[src/hdl/bp_pkg.sv]
`default_nettype none

package bp_pkg;

    // table sizes
    localparam int bim_entries = 64;
    localparam int tag_entries = 32;
    localparam int btb_entries = 16;
    localparam int ras_depth   = 8;

    localparam int btb_tag_w = 32 - 2 - $clog2(btb_entries);  // pc bits above the index

    // rv32 opcodes of control transfers
    localparam logic [6:0] op_branch = 7'b1100011;
    localparam logic [6:0] op_jal    = 7'b1101111;
    localparam logic [6:0] op_jalr   = 7'b1100111;

    typedef logic [31:0] addr_t;
    typedef logic [31:0] inst_t;
    typedef logic [15:0] hist_t;
    typedef logic [1:0]  ctr_t;       // 2 and 3 predict taken
    typedef logic [5:0]  tag_t;
    typedef logic [1:0]  provider_t;
    typedef logic [3:0]  ras_ptr_t;   // 0 .. ras_depth

    typedef logic [$clog2(bim_entries)-1:0] bim_idx_t;
    typedef logic [$clog2(tag_entries)-1:0] tag_idx_t;
    typedef logic [$clog2(btb_entries)-1:0] btb_idx_t;
    typedef logic [$clog2(ras_depth)-1:0]   ras_idx_t;
    typedef logic [btb_tag_w-1:0]           btb_tag_t;

    localparam ctr_t ctr_init = 2'd1;  // weakly not taken

    localparam provider_t prov_bim   = 2'd0;
    localparam provider_t prov_short = 2'd1;
    localparam provider_t prov_long  = 2'd2;

    typedef enum logic [2:0] {
        kind_other,
        kind_branch,
        kind_jal,
        kind_jalr,
        kind_ret
    } bp_kind_e;

    typedef struct packed {
        addr_t pc;
        inst_t inst;
    } fetch_t;

    typedef struct packed {
        addr_t    pc;
        bp_kind_e kind;
        addr_t    static_target;  // pc + branch or jal offset
    } pre_t;

    // lookup state carried to execute and echoed back on update
    typedef struct packed {
        hist_t     history;
        provider_t provider;
        ras_ptr_t  ras_sp;
        logic      used_ras;
    } meta_t;

    typedef struct packed {
        addr_t pc;
        logic  is_cti;
        logic  taken;
        addr_t next_pc;
        meta_t meta;
    } pred_t;

    typedef struct packed {
        addr_t    pc;
        bp_kind_e kind;
        logic     taken;
        logic     mispredict;
        addr_t    target;
        meta_t    meta;
    } update_t;

endpackage

`default_nettype wire

[src/hdl/bp_btb.sv]
`timescale 1ns/1ps
`default_nettype none

module bp_btb (
    input  wire                  clk,
    input  wire                  rst,
    input  wire bp_pkg::addr_t   pc_i,
    input  wire                  upd_valid_i,
    input  wire bp_pkg::update_t upd_i,
    output logic                 hit_o,
    output bp_pkg::addr_t        target_o
);
    import bp_pkg::*;

    logic     vld     [btb_entries];
    btb_tag_t tag_mem [btb_entries];
    addr_t    tgt_mem [btb_entries];

    btb_idx_t lk_idx;
    btb_idx_t up_idx;
    logic     fill;

    assign lk_idx = pc_i[5:2];
    assign up_idx = upd_i.pc[5:2];
    assign fill   = upd_valid_i && upd_i.taken;  // only taken transfers get an entry

    assign hit_o    = vld[lk_idx] && (tag_mem[lk_idx] == pc_i[31:32-btb_tag_w]);
    assign target_o = tgt_mem[lk_idx];

    always_ff @(posedge clk or posedge rst) begin
        if (rst) begin
            for (int i = 0; i < btb_entries; i++) begin
                vld[i] <= 1'b0;
            end
        end else if (fill) begin
            vld[up_idx] <= 1'b1;
        end
    end

    always_ff @(posedge clk) begin
        if (fill) begin
            tag_mem[up_idx] <= upd_i.pc[31:32-btb_tag_w];
            tgt_mem[up_idx] <= upd_i.target;
        end
    end

endmodule

`default_nettype wire

[src/hdl/bp_direction.sv]
`timescale 1ns/1ps
`default_nettype none

module bp_direction (
    input  wire                  clk,
    input  wire                  rst,
    input  wire bp_pkg::addr_t   pc_i,
    input  wire                  upd_valid_i,
    input  wire bp_pkg::update_t upd_i,
    output logic                 taken_o,
    output bp_pkg::provider_t    provider_o,
    output bp_pkg::hist_t        history_o
);
    import bp_pkg::*;

    ctr_t     bim_ctr  [bim_entries];
    logic     tg_valid [2][tag_entries];  // [0] short table, [1] long table
    tag_t     tg_tag   [2][tag_entries];
    ctr_t     tg_ctr   [2][tag_entries];
    hist_t    ghist;

    bim_idx_t bim_idx;
    bim_idx_t bim_uidx;
    tag_idx_t tg_idx  [2];
    tag_idx_t tg_uidx [2];
    tag_t     tg_utag [2];
    logic     tg_hit  [2];
    logic     upd_br;
    logic     prov_tbl;   // tagged table that provided the updated prediction
    logic     alloc_tbl;  // table that receives a new entry

    function automatic tag_idx_t tbl_index(input addr_t pc, input hist_t h, input logic lng);
        return pc[6:2] ^ (lng ? h[15:11] : h[4:0]);
    endfunction

    // long table folds all 16 history bits into the tag
    function automatic tag_t tbl_tag(input addr_t pc, input hist_t h, input logic lng);
        tag_t fold;
        fold = lng ? (h[5:0] ^ h[11:6] ^ {2'b00, h[15:12]}) : {1'b0, h[4:0]};
        return pc[12:7] ^ fold;
    endfunction

    function automatic ctr_t ctr_step(input ctr_t c, input logic up);
        if (up) begin
            return (c == 2'd3) ? c : c + 2'd1;
        end
        return (c == 2'd0) ? c : c - 2'd1;
    endfunction

    // lookup
    always_comb begin
        bim_idx = pc_i[7:2];
        for (int t = 0; t < 2; t++) begin
            tg_idx[t] = tbl_index(pc_i, ghist, t[0]);
            tg_hit[t] = tg_valid[t][tg_idx[t]] &&
                        (tg_tag[t][tg_idx[t]] == tbl_tag(pc_i, ghist, t[0]));
        end
    end

    always_comb begin
        if (tg_hit[1]) begin
            provider_o = prov_long;
            taken_o    = tg_ctr[1][tg_idx[1]][1];
        end else if (tg_hit[0]) begin
            provider_o = prov_short;
            taken_o    = tg_ctr[0][tg_idx[0]][1];
        end else begin
            provider_o = prov_bim;
            taken_o    = bim_ctr[bim_idx][1];
        end
    end

    assign history_o = ghist;

    // update side, indexed with the history seen at lookup
    assign upd_br = upd_valid_i && (upd_i.kind == kind_branch);

    always_comb begin
        bim_uidx = upd_i.pc[7:2];
        for (int t = 0; t < 2; t++) begin
            tg_uidx[t] = tbl_index(upd_i.pc, upd_i.meta.history, t[0]);
            tg_utag[t] = tbl_tag(upd_i.pc, upd_i.meta.history, t[0]);
        end
    end

    assign prov_tbl  = (upd_i.meta.provider == prov_long);
    // long table unless it already holds this branch
    assign alloc_tbl = !(tg_valid[1][tg_uidx[1]] && (tg_tag[1][tg_uidx[1]] == tg_utag[1]));

    always_ff @(posedge clk or posedge rst) begin
        if (rst) begin
            ghist <= '0;
            for (int i = 0; i < bim_entries; i++) begin
                bim_ctr[i] <= ctr_init;
            end
            for (int t = 0; t < 2; t++) begin
                for (int i = 0; i < tag_entries; i++) begin
                    tg_valid[t][i] <= 1'b0;
                end
            end
        end else if (upd_br) begin
            ghist <= {ghist[$bits(hist_t)-2:0], upd_i.taken};
            bim_ctr[bim_uidx] <= ctr_step(bim_ctr[bim_uidx], upd_i.taken);
            if (upd_i.meta.provider == prov_bim && upd_i.mispredict) begin
                tg_valid[alloc_tbl][tg_uidx[alloc_tbl]] <= 1'b1;
            end
        end
    end

    // tags and counters only matter behind a valid bit
    always_ff @(posedge clk) begin
        if (upd_br) begin
            if (upd_i.meta.provider == prov_bim) begin
                if (upd_i.mispredict) begin
                    tg_tag[alloc_tbl][tg_uidx[alloc_tbl]] <= tg_utag[alloc_tbl];
                    tg_ctr[alloc_tbl][tg_uidx[alloc_tbl]] <= upd_i.taken ? 2'd2 : 2'd1;
                end
            end else if (upd_i.mispredict) begin
                tg_ctr[prov_tbl][tg_uidx[prov_tbl]] <= upd_i.taken ? 2'd3 : 2'd0;
            end else begin
                tg_ctr[prov_tbl][tg_uidx[prov_tbl]] <=
                    ctr_step(tg_ctr[prov_tbl][tg_uidx[prov_tbl]], upd_i.taken);
            end
        end
    end

endmodule

`default_nettype wire

[src/hdl/bp_predecode.sv]
`timescale 1ns/1ps
`default_nettype none

module bp_predecode (
    input  wire                 clk,
    input  wire                 rst,
    input  wire                 stall_i,
    input  wire                 fetch_valid_i,
    input  wire bp_pkg::fetch_t fetch_i,
    output logic                s1_valid_o,
    output bp_pkg::pre_t        s1_o
);
    import bp_pkg::*;

    inst_t    inst;
    logic     is_ret;
    bp_kind_e kind;
    addr_t    b_off;
    addr_t    j_off;
    pre_t     pre_d;

    assign inst = fetch_i.inst;

    // jalr x0, 0(x1)
    assign is_ret = (inst[11:7] == 5'd0) && (inst[19:15] == 5'd1) && (inst[31:20] == 12'd0);

    always_comb begin
        case (inst[6:0])
            op_branch: kind = kind_branch;
            op_jal:    kind = kind_jal;
            op_jalr:   kind = is_ret ? kind_ret : kind_jalr;
            default:   kind = kind_other;
        endcase
    end

    assign b_off = {{20{inst[31]}}, inst[7], inst[30:25], inst[11:8], 1'b0};
    assign j_off = {{12{inst[31]}}, inst[19:12], inst[20], inst[30:21], 1'b0};

    assign pre_d.pc            = fetch_i.pc;
    assign pre_d.kind          = kind;
    assign pre_d.static_target = fetch_i.pc + ((kind == kind_jal) ? j_off : b_off);

    always_ff @(posedge clk or posedge rst) begin
        if (rst) begin
            s1_valid_o <= 1'b0;
        end else if (!stall_i) begin
            s1_valid_o <= fetch_valid_i;
        end
    end

    always_ff @(posedge clk) begin
        if (!stall_i) begin
            s1_o <= pre_d;  // payload qualified by s1_valid_o
        end
    end

    a_kind_known: assert property (@(posedge clk) disable iff (rst)
        s1_valid_o |-> !$isunknown(s1_o.kind));

endmodule

`default_nettype wire

[src/hdl/bp_ras.sv]
`timescale 1ns/1ps
`default_nettype none

module bp_ras (
    input  wire                  clk,
    input  wire                  rst,
    input  wire                  stall_i,
    input  wire                  push_valid_i,
    input  wire bp_pkg::addr_t   push_addr_i,
    input  wire                  upd_valid_i,
    input  wire bp_pkg::update_t upd_i,
    output bp_pkg::addr_t        top_o,
    output logic                 nonempty_o,
    output bp_pkg::ras_ptr_t     sp_o
);
    import bp_pkg::*;

    addr_t    stack [ras_depth];
    ras_ptr_t sp;      // next free slot
    ras_ptr_t sp_dec;
    ras_idx_t wr_idx;
    logic     push_ok;
    logic     pop;
    logic     restore;

    assign sp_dec  = sp - ras_ptr_t'(1);
    assign push_ok = push_valid_i && !stall_i && (sp < ras_ptr_t'(ras_depth));
    assign pop     = upd_valid_i && upd_i.taken && (upd_i.kind == kind_ret) && (sp != '0);
    assign restore = upd_valid_i && upd_i.mispredict && upd_i.meta.used_ras;

    // a push in the same cycle as a pop reuses the popped slot
    assign wr_idx = pop ? ras_idx_t'(sp_dec) : ras_idx_t'(sp);

    always_ff @(posedge clk or posedge rst) begin
        if (rst) begin
            sp <= '0;
        end else if (restore) begin
            sp <= upd_i.meta.ras_sp;  // back to sp seen at lookup
        end else if (push_ok && !pop) begin
            sp <= sp + ras_ptr_t'(1);
        end else if (pop && !push_ok) begin
            sp <= sp_dec;
        end
    end

    always_ff @(posedge clk) begin
        if (push_ok && !restore) begin
            stack[wr_idx] <= push_addr_i;
        end
    end

    assign top_o      = stack[ras_idx_t'(sp_dec)];  // don't care while empty
    assign nonempty_o = (sp != '0);
    assign sp_o       = sp;

    a_sp_range: assert property (@(posedge clk) disable iff (rst)
        sp <= ras_ptr_t'(ras_depth));

endmodule

`default_nettype wire

[src/hdl/bp_select.sv]
`timescale 1ns/1ps
`default_nettype none

module bp_select (
    input  wire                    clk,
    input  wire                    rst,
    input  wire                    stall_i,
    input  wire                    s1_valid_i,
    input  wire bp_pkg::pre_t      s1_i,
    input  wire                    dir_taken_i,
    input  wire bp_pkg::provider_t provider_i,
    input  wire bp_pkg::hist_t     history_i,
    input  wire                    btb_hit_i,
    input  wire bp_pkg::addr_t     btb_target_i,
    input  wire bp_pkg::addr_t     ras_top_i,
    input  wire                    ras_nonempty_i,
    input  wire bp_pkg::ras_ptr_t  ras_sp_i,
    output logic                   pred_valid_o,
    output bp_pkg::pred_t          pred_o
);
    import bp_pkg::*;

    pred_t pred_d;
    addr_t seq_pc;

    assign seq_pc = s1_i.pc + 32'd4;

    always_comb begin
        pred_d.pc            = s1_i.pc;
        pred_d.is_cti        = (s1_i.kind != kind_other);
        pred_d.taken         = 1'b0;
        pred_d.next_pc       = seq_pc;
        pred_d.meta.history  = history_i;
        pred_d.meta.provider = provider_i;
        pred_d.meta.ras_sp   = ras_sp_i;
        pred_d.meta.used_ras = 1'b0;

        case (s1_i.kind)
            kind_ret: begin
                if (ras_nonempty_i) begin
                    pred_d.taken         = 1'b1;
                    pred_d.next_pc       = ras_top_i;
                    pred_d.meta.used_ras = 1'b1;
                end else if (btb_hit_i) begin  // empty stack falls back to the btb
                    pred_d.taken   = 1'b1;
                    pred_d.next_pc = btb_target_i;
                end
            end
            kind_jal: begin
                pred_d.taken   = 1'b1;
                pred_d.next_pc = btb_hit_i ? btb_target_i : s1_i.static_target;
            end
            kind_jalr: begin
                // no static target for an indirect jump
                if (btb_hit_i) begin
                    pred_d.taken   = 1'b1;
                    pred_d.next_pc = btb_target_i;
                end
            end
            kind_branch: begin
                if (dir_taken_i) begin
                    pred_d.taken   = 1'b1;
                    pred_d.next_pc = btb_hit_i ? btb_target_i : s1_i.static_target;
                end
            end
            default: begin
            end
        endcase
    end

    always_ff @(posedge clk or posedge rst) begin
        if (rst) begin
            pred_valid_o <= 1'b0;
        end else if (!stall_i) begin
            pred_valid_o <= s1_valid_i;
        end
    end

    always_ff @(posedge clk) begin
        if (!stall_i) begin
            pred_o <= pred_d;
        end
    end

endmodule

`default_nettype wire

[src/hdl/bp_top.sv]
`timescale 1ns/1ps
`default_nettype none

module bp_top (
    input  wire                  clk,
    input  wire                  rst,
    input  wire                  fetch_valid_i,
    input  wire bp_pkg::fetch_t  fetch_i,
    input  wire                  stall_i,
    input  wire                  push_valid_i,
    input  wire bp_pkg::addr_t   push_addr_i,
    input  wire                  upd_valid_i,
    input  wire bp_pkg::update_t upd_i,
    output logic                 pred_valid_o,
    output bp_pkg::pred_t        pred_o,
    output bp_pkg::hist_t        history_o
);
    import bp_pkg::*;

    logic      s1_valid;
    pre_t      s1;
    logic      dir_taken;
    provider_t provider;
    logic      btb_hit;
    addr_t     btb_target;
    addr_t     ras_top;
    logic      ras_nonempty;
    ras_ptr_t  ras_sp;

    bp_predecode bp_predecode_i (
        .clk(clk), .rst(rst), .stall_i(stall_i),
        .fetch_valid_i(fetch_valid_i), .fetch_i(fetch_i),
        .s1_valid_o(s1_valid), .s1_o(s1)
    );

    // predictors look up the stage-1 pc
    bp_direction bp_direction_i (
        .clk(clk), .rst(rst), .pc_i(s1.pc),
        .upd_valid_i(upd_valid_i), .upd_i(upd_i),
        .taken_o(dir_taken), .provider_o(provider), .history_o(history_o)
    );

    bp_btb bp_btb_i (
        .clk(clk), .rst(rst), .pc_i(s1.pc),
        .upd_valid_i(upd_valid_i), .upd_i(upd_i),
        .hit_o(btb_hit), .target_o(btb_target)
    );

    bp_ras bp_ras_i (
        .clk(clk), .rst(rst), .stall_i(stall_i),
        .push_valid_i(push_valid_i), .push_addr_i(push_addr_i),
        .upd_valid_i(upd_valid_i), .upd_i(upd_i),
        .top_o(ras_top), .nonempty_o(ras_nonempty), .sp_o(ras_sp)
    );

    bp_select bp_select_i (
        .clk(clk), .rst(rst), .stall_i(stall_i),
        .s1_valid_i(s1_valid), .s1_i(s1),
        .dir_taken_i(dir_taken), .provider_i(provider), .history_i(history_o),
        .btb_hit_i(btb_hit), .btb_target_i(btb_target),
        .ras_top_i(ras_top), .ras_nonempty_i(ras_nonempty), .ras_sp_i(ras_sp),
        .pred_valid_o(pred_valid_o), .pred_o(pred_o)
    );

endmodule

`default_nettype wire

[config.mk]
export PLATFORM = sky130hd
export DESIGN_NAME = bp_top
export DESIGN_NICKNAME = d
export VERILOG_FILES = /design/src/hdl/bp_pkg.sv /design/src/hdl/bp_btb.sv /design/src/hdl/bp_direction.sv /design/src/hdl/bp_predecode.sv /design/src/hdl/bp_ras.sv /design/src/hdl/bp_select.sv /design/src/hdl/bp_top.sv
export SDC_FILE = /design/constraint.sdc
export NUM_CORES = 2
export LEC_CHECK = 0
export ABC_AREA = 1
export BUFFER_PORTS_ARGS = -buffer_cell sky130_fd_sc_hd__buf_2
export CORE_UTILIZATION = 41
export DETAILED_ROUTE_END_ITERATION = 10
export PLACE_DENSITY = 0.64
export SYNTH_ARGS = -nofsm -noshare
export SYNTH_HDL_FRONTEND = slang
export SYNTH_SLANG_ARGS = --single-unit
export TNS_END_PERCENT = 30
[constraint.sdc]
create_clock -name clk -period 17.15 [get_ports clk]
set_input_delay 1.715 -clock clk [delete_from_list [all_inputs] [get_ports clk]]
set_output_delay 1.715 -clock clk [all_outputs]
set_load 0.02 [all_outputs]
Word-level counts from Yosys, hierarchy flattened
Memories as Yosys holds them, arrays and structs flattened. A register that Yosys moved wholly into a read port is not among the register bits.
Cells that the tools add are included.
- register bits after elaboration: 386
- memories kept: 5
- memory bits (writable): 1696
- input port bits: 194
- output and inout bits: 106
- bitwise logic cells: 89
- add/sub/neg operators: 8
- $lt $le $gt $ge: 17
- reduce and logical (&&, ||, !) cells: 38
- mux-type cells: 180
- equality and inequality tests: 18
- memory list (memory ; depth ; width ; read ports ; clocked after Yosys merged registers in ; write ports ; line ; RTL):
    bp_btb_i.tgt_mem ; 16 ; 32 ; 1 ; 1 ; 1 ; bp_btb.sv:17 ; addr_t tgt_mem [btb_entries];
    bp_btb_i.tag_mem ; 16 ; 26 ; 1 ; 1 ; 1 ; bp_btb.sv:16 ; btb_tag_t tag_mem [btb_entries];
    bp_direction_i.tg_tag ; 2 ; 192 ; 2 ; 0 ; 1 ; bp_direction.sv:18 ; tag_t tg_tag [2][tag_entries];
    bp_ras_i.stack ; 8 ; 32 ; 1 ; 0 ; 1 ; bp_ras.sv:18 ; addr_t stack [ras_depth];
    bp_direction_i.tg_ctr ; 2 ; 64 ; 3 ; 0 ; 1 ; bp_direction.sv:19 ; ctr_t tg_ctr [2][tag_entries];
- operator list (cell ; number):
    $mux W64 ; 5
    $mux W192 ; 1
    $pmux W33 S4 ; 1
    $bwmux W128 ; 1
    $mux W33 ; 3
    $mux W1 ; 96
    $bmux W6 S5 ; 3
    $mux W32 ; 2
    $or A1 B1 Y1 ; 64
    $or A64 B64 Y64 ; 1
    $reduce_or A64 Y1 ; 1
    $mux W6 ; 10
    $mux W2 ; 27
    $add A32 B3 Y32 const B ; 1
    $add A32 B32 Y32 ; 1
    $demux W32 S1 ; 1
    $bmux W2 S5 ; 3
    $demux W6 S5 ; 1
    $ge A6 B6 Y1 const B ; 5
    $mux W5 ; 6
    $not A5 Y6 ; 5
    $eq A26 B26 Y1 ; 1
    $bmux W2 S6 ; 2
    $xor A6 B6 Y6 ; 4
    other kinds (44) ; 105

Depth between registers and ports, before layout
- depth in word-level cells: 20
- gate-level depth with buffers: 24
- gate-level depth less buffers: 21

Modules after synthesis
From an unflattened synthesis, not the netlist that was laid out.
- cell total of the unflattened synthesis: 9092
- area total of the unflattened synthesis: 94309.2 um^2
- modules (own cells, without submodules) (module ; sequential area each (um^2) ; area each (um^2) ; instances ; cells an instance):
    bp_btb ; 28267.1 ; 38104.0 ; 1 ; 3100
    bp_direction ; 20659.8 ; 36433.7 ; 1 ; 4032
    bp_ras ; 7787.5 ; 10321.1 ; 1 ; 808
    bp_select ; 2697.6 ; 4863.4 ; 1 ; 549
    bp_predecode ; 2006.9 ; 4586.9 ; 1 ; 603

Worst setup path before layout
No wires, ideal clock.
- path type: input to register
- from: input upd_i[63] (netlist bit)
- to: memory bp_direction_i.tg_tag[0][0] (netlist bit), data pin
- slack: 10.103 ns
- data arrival time: 6.345 ns
- stages: 17
- buffers on the path: 6
- path through: buf_2 -> xnor2_2 -> buf_2 -> buf_2 -> nand3_1 -> nand3_1 -> nand3_1 -> nand3_1 -> nand2_1 -> nand2_1 -> nand4_1 -> nor2_4 -> nand2_4 -> buf_6 -> clkbuf_1 -> clkbuf_1 -> o21ai_0
- longest elaborated chain between the ends: 12
- ends and longest elaborated chain (element ; line ; RTL):
    start: declaration ; bp_top.sv:13 ; input wire bp_pkg::update_t upd_i,
    $xor A5 B5 Y5 (*) ; bp_direction.sv:33 ; return pc[6:2] ^ (lng ? h[15:11] : h[4:0]);
    $not A5 Y6 (implied by the code) (*) ; bp_direction.sv:88 ; assign alloc_tbl = !(tg_valid[1][tg_uidx[1]] && (tg_tag[1][tg_uidx[1]] == tg_utag[1]));
    $bmux W6 S5 ; bp_direction.sv:88 ;
    $mux W6 (implied by the code) (2 in a row) ; bp_direction.sv:88 ;
    $eq A6 B6 Y1 ; bp_direction.sv:88 ;
    $logic_and A1 B1 Y1 (*) ; bp_direction.sv:88 ;
    $logic_not A1 Y1 (*) ; bp_direction.sv:88 ;
    $not A1 Y2 (implied by the code) (*) ; bp_direction.sv:115 ; tg_tag[alloc_tbl][tg_uidx[alloc_tbl]] <= tg_utag[alloc_tbl];
    $mux W6 (implied by the code) (*) (3 in a row) ; bp_direction.sv:115 ;
    end: declaration ; bp_direction.sv:18 ;
Mark *: on every way between the ends. The rest lies on a longest branch, timed or not. The select of a mux whose other input is x is not followed.

==> results.md <==
- Status: completed
- Finished Cell Area: 107000 um2
- NetSw: 0.00422 W
- GPL Wtd Cong: 0.937
- Reg power frac: 0.440
- TritonCTS Buffers: 215
- Clock transition at path regs: 60 ps
- Final Max Tran Viols: 0
- DRT Wirelength: 307000 um
- Area grow syn2layout: 12.3%
- P per Cell Area: 126 nW/um2
- Post-synth EDFFs: 1851
- Number of core rows: 176
- Core area: 230000 um2
- DR vias: 71086
- CTS root buffer: clkbuf_16
- Setup repair bufs after CTS: 0
- Nets: 9299
- Final setup violation count: 0
- Ports: 300
- Starting Density: 0.413
- Ys flop type: edfxtp_1
- Final hold violation count: 0
- Worst setup EP type: flop
- Tcrit/Tclk final: 0.415
- Cell count after synthesis: 8950
- Routed wire length per instance: 24.9 um
- Slew HR: 0.124
- Die Span Y: 484 um
- Comb pwr share: 0.207
- Grt ovf: 0
- Initial DRC count: 9742
- GRT Total Usage: 0.256
- Inst Count DP: 11879
- Layout cells sized above 1: 0.111
- FF-to-FF setup slack: 10040 ps
- Worst setup path endpoint: bp_select_i.pred_o[41]
- RSZ-0062 raised after global routing: false
- Synth Area per Inst: 10.6 um2
- CTS tree: yes
- Setup TNS Final: 0 ps
- Worst-Margin Slew: 1310 ps
- Worst-Skew Late Latency: 910 ps
- Seq cells post-synth: 2085
- Max cap viols: 0
- Synth unique cells: 65
- Largest net degree at the start of global routing: 162
- Finished Layout Cells: 12308
- Post-Syn Area: 95100 um2
- Worst Path Arrival: 7670 ps
- # DRC: 0
- DP Area: 99600 um2
- Clock sinks: 2085
- Synth warn: 0
- Clock Power Share: 0.353
- Fin crit period: 7110 ps
- Crit start category: flop
- Critical path class: reg2reg
- Hold buffer count at CTS: 0
- HP Class: reg2reg
- Sw frac: 0.315
- Worst Skew: 90.8 ps
- Critical Path RT: 17710 ps
- Drt pass-1 iters: 9
- Reg2reg path depth: 22
- Most common cell after layout, fill and taps aside: nand2_1
- Syn Nets: 9179
- Highest Clock Rate: 141 MHz
- Chip Width: 484 um
- Pleak: 40.0 nW
- Worst Setup SP: bp_predecode_i.s1_o[37]
- Most frequent cells in the layout: nand2_1, edfxtp_1, nand3_1, inv_1, a21oi_1
- Clock Tree Buf Depth: 3
- Initial antenna violation count: 50
- # port buffers: 297
- First-pass GRT wire length: 445000 um
- Reg2reg end: bp_select_i.pred_o[41]
- Total die area: 234000 um2
- Sequential share of the synthesized area: 0.647
- Routed Antenna Nets: 0
- Ys async rst share: 0.110
- Resize count post-CTS: 0
- Vias/cell: 5.78
- Peak VDD IR: 164 uV
- Vias in the first global route: 67518
- Pint: 0.00920 W
- Crit-path max FO: 72
- Hold slack final: 456 ps
- R2r startpoint: bp_predecode_i.s1_o[37]
- Final HPWL DP: 192000 um
- H-tree levels: 4
sequential cells by signal (all words and copies together) (netlist names), named ones only:
| name | count |
|---|---|
| bp_predecode_i.s1_valid_o | 1 |
| bp_direction_i.tg_tag | 384 |
| bp_direction_i.history_o | 16 |
| bp_direction_i.bim_ctr | 128 |
| bp_select_i.pred_valid_o | 1 |
| bp_direction_i.tg_ctr | 128 |
| bp_btb_i.tgt_mem | 512 |
| bp_ras_i.sp_o | 4 |
| bp_btb_i.vld | 16 |
| bp_predecode_i.s1_o | 66 |
| bp_btb_i.tag_mem | 416 |
| bp_select_i.pred_o | 89 |
| bp_ras_i.stack | 256 |
| bp_direction_i.tg_valid | 64 |
cell usage after synthesis, types with 11 or more instances:
| library cell | instances | share of area |
|---|---|---|
| inv_1 | 696 | 0.027 |
| xor2_1 | 63 | 0.0058 |
| buf_1 | 50 | 0.0020 |
| mux2i_1 | 143 | 0.015 |
| o211ai_1 | 158 | 0.012 |
| nor2_4 | 11 | 0.0013 |
| nor4_1 | 12 | 0.00079 |
| xnor2_1 | 41 | 0.0038 |
| ha_1 | 34 | 0.0045 |
| a21oi_1 | 625 | 0.033 |
| a221oi_1 | 36 | 0.0033 |
| o21ai_1 | 50 | 0.0026 |
| nand2_1 | 1871 | 0.074 |
| dfstp_2 | 64 | 0.018 |
| nand4_1 | 43 | 0.0028 |
| nand3b_1 | 17 | 0.0013 |
| dfrtp_1 | 166 | 0.044 |
| o21ai_0 | 581 | 0.031 |
| a31oi_1 | 46 | 0.0030 |
| a22oi_1 | 54 | 0.0043 |
| buf_2 | 133 | 0.0070 |
| nor2_1 | 463 | 0.018 |
| o21bai_1 | 19 | 0.0015 |
| buf_4 | 38 | 0.0030 |
| nor3_1 | 38 | 0.0020 |
| clkbuf_1 | 313 | 0.012 |
| mux2_2 | 82 | 0.0097 |
| o22ai_1 | 36 | 0.0024 |
| o221ai_1 | 14 | 0.0013 |
| nand3_1 | 1065 | 0.056 |
| a32o_1 | 30 | 0.0032 |
| edfxtp_1 | 1851 | 0.58 |
power groups by stage:
stage / Clock [W] / Sequential, W / Combinational [W]
detailed placement: 0 / 0.00601 / 0.00272
floorplan: 0 / 0.00596 / 0.00172
finish: 0.00473 / 0.00591 / 0.00278
global placement: 0 / 0.00600 / 0.00266
CTS: 0.00478 / 0.00590 / 0.00273
global route: 0.00498 / 0.00592 / 0.00298
per-stage QoR:
| step | worst slack (ps) | power (W) | util |
|---|---|---|---|
| detailed placement | 9430 | 0.00873 | 0.432 |
| global route | 9680 | 0.0139 | 0.464 |
| floorplan | 9240 | 0.00768 | - |
| global placement | 9490 | 0.00866 | 0.432 |
| finish | 10040 | 0.0134 | 0.464 |
| CTS | 10240 | 0.0134 | 0.463 |
worst min path at each step:
stage                          start  slack, ps  cells past startpoint                    end
finish              bp_btb_i.vld[11]        460                      2       bp_btb_i.vld[11]
global route        bp_btb_i.vld[11]        460                      2       bp_btb_i.vld[11]
CTS                 bp_btb_i.vld[11]        460                      2       bp_btb_i.vld[11]
detailed placement  bp_btb_i.vld[11]        440                      2       bp_btb_i.vld[11]
global placement     bp_btb_i.vld[7]        440                      2        bp_btb_i.vld[7]
floorplan           bp_ras_i.sp_o[2]        420                      0  bp_select_i.pred_o[3]
per-layer routing:
| layer | share of wire | track usage | routed length, um | vias up |
|---|---|---|---|---|
| met5 | 0.00024 | 0 | 74 | - |
| met1 | 0.38 | 0.334 | 117000 | 34468 |
| met3 | 0.099 | 0.0492 | 30500 | 803 |
| met2 | 0.45 | 0.396 | 139000 | 4014 |
| li1 | - | - | - | 31789 |
| met4 | 0.065 | 0.154 | 19900 | 12 |
critical path, cell delays in order, from the launching register on:
cell	delay, ps
edfxtp_1	360
buf_4	230
inv_2	580
nand2_1	620
nand2_4	730
buf_4	730
nand2_1	120
nand3_1	120
nand3_1	100
nand3_1	150
nand3_1	180
nand3b_1	140
nand2_1	80
inv_1	60
nand2_1	50
nor2_1	200
nand2_1	150
nand2_1	90
nand3_1	900
nand3_1	380
nand2_1	430
nand2_1	180
nand3_1	150
cells by family (layout without fill, tap and decap cells):
group,after synthesis,in the layout,synth area share
buffers and inverters,1250,1549,0.0531
AOI/OAI and AO/OA,1686,1686,0.101
DFF,2085,2085,0.647
muxes,225,225,0.0248
xor gates and xnor gates,110,110,0.0106
adders and majority gates,35,35,0.00468
other,0,33,0
and+or+nand+nor,3559,3559,0.160
area by class of cell:
type                    count  area [um2]
diodes                     33        82.6
clock buffers             279        5730
clock inverters           117        1390
fillers                 20818      124000
inverters                 708        2680
multi-input cells        5615       29000
flip-flops and latches   2085       61500
well taps                3026        3790
repair buffers            445        2610
Power figures use the tool's default switching activity.
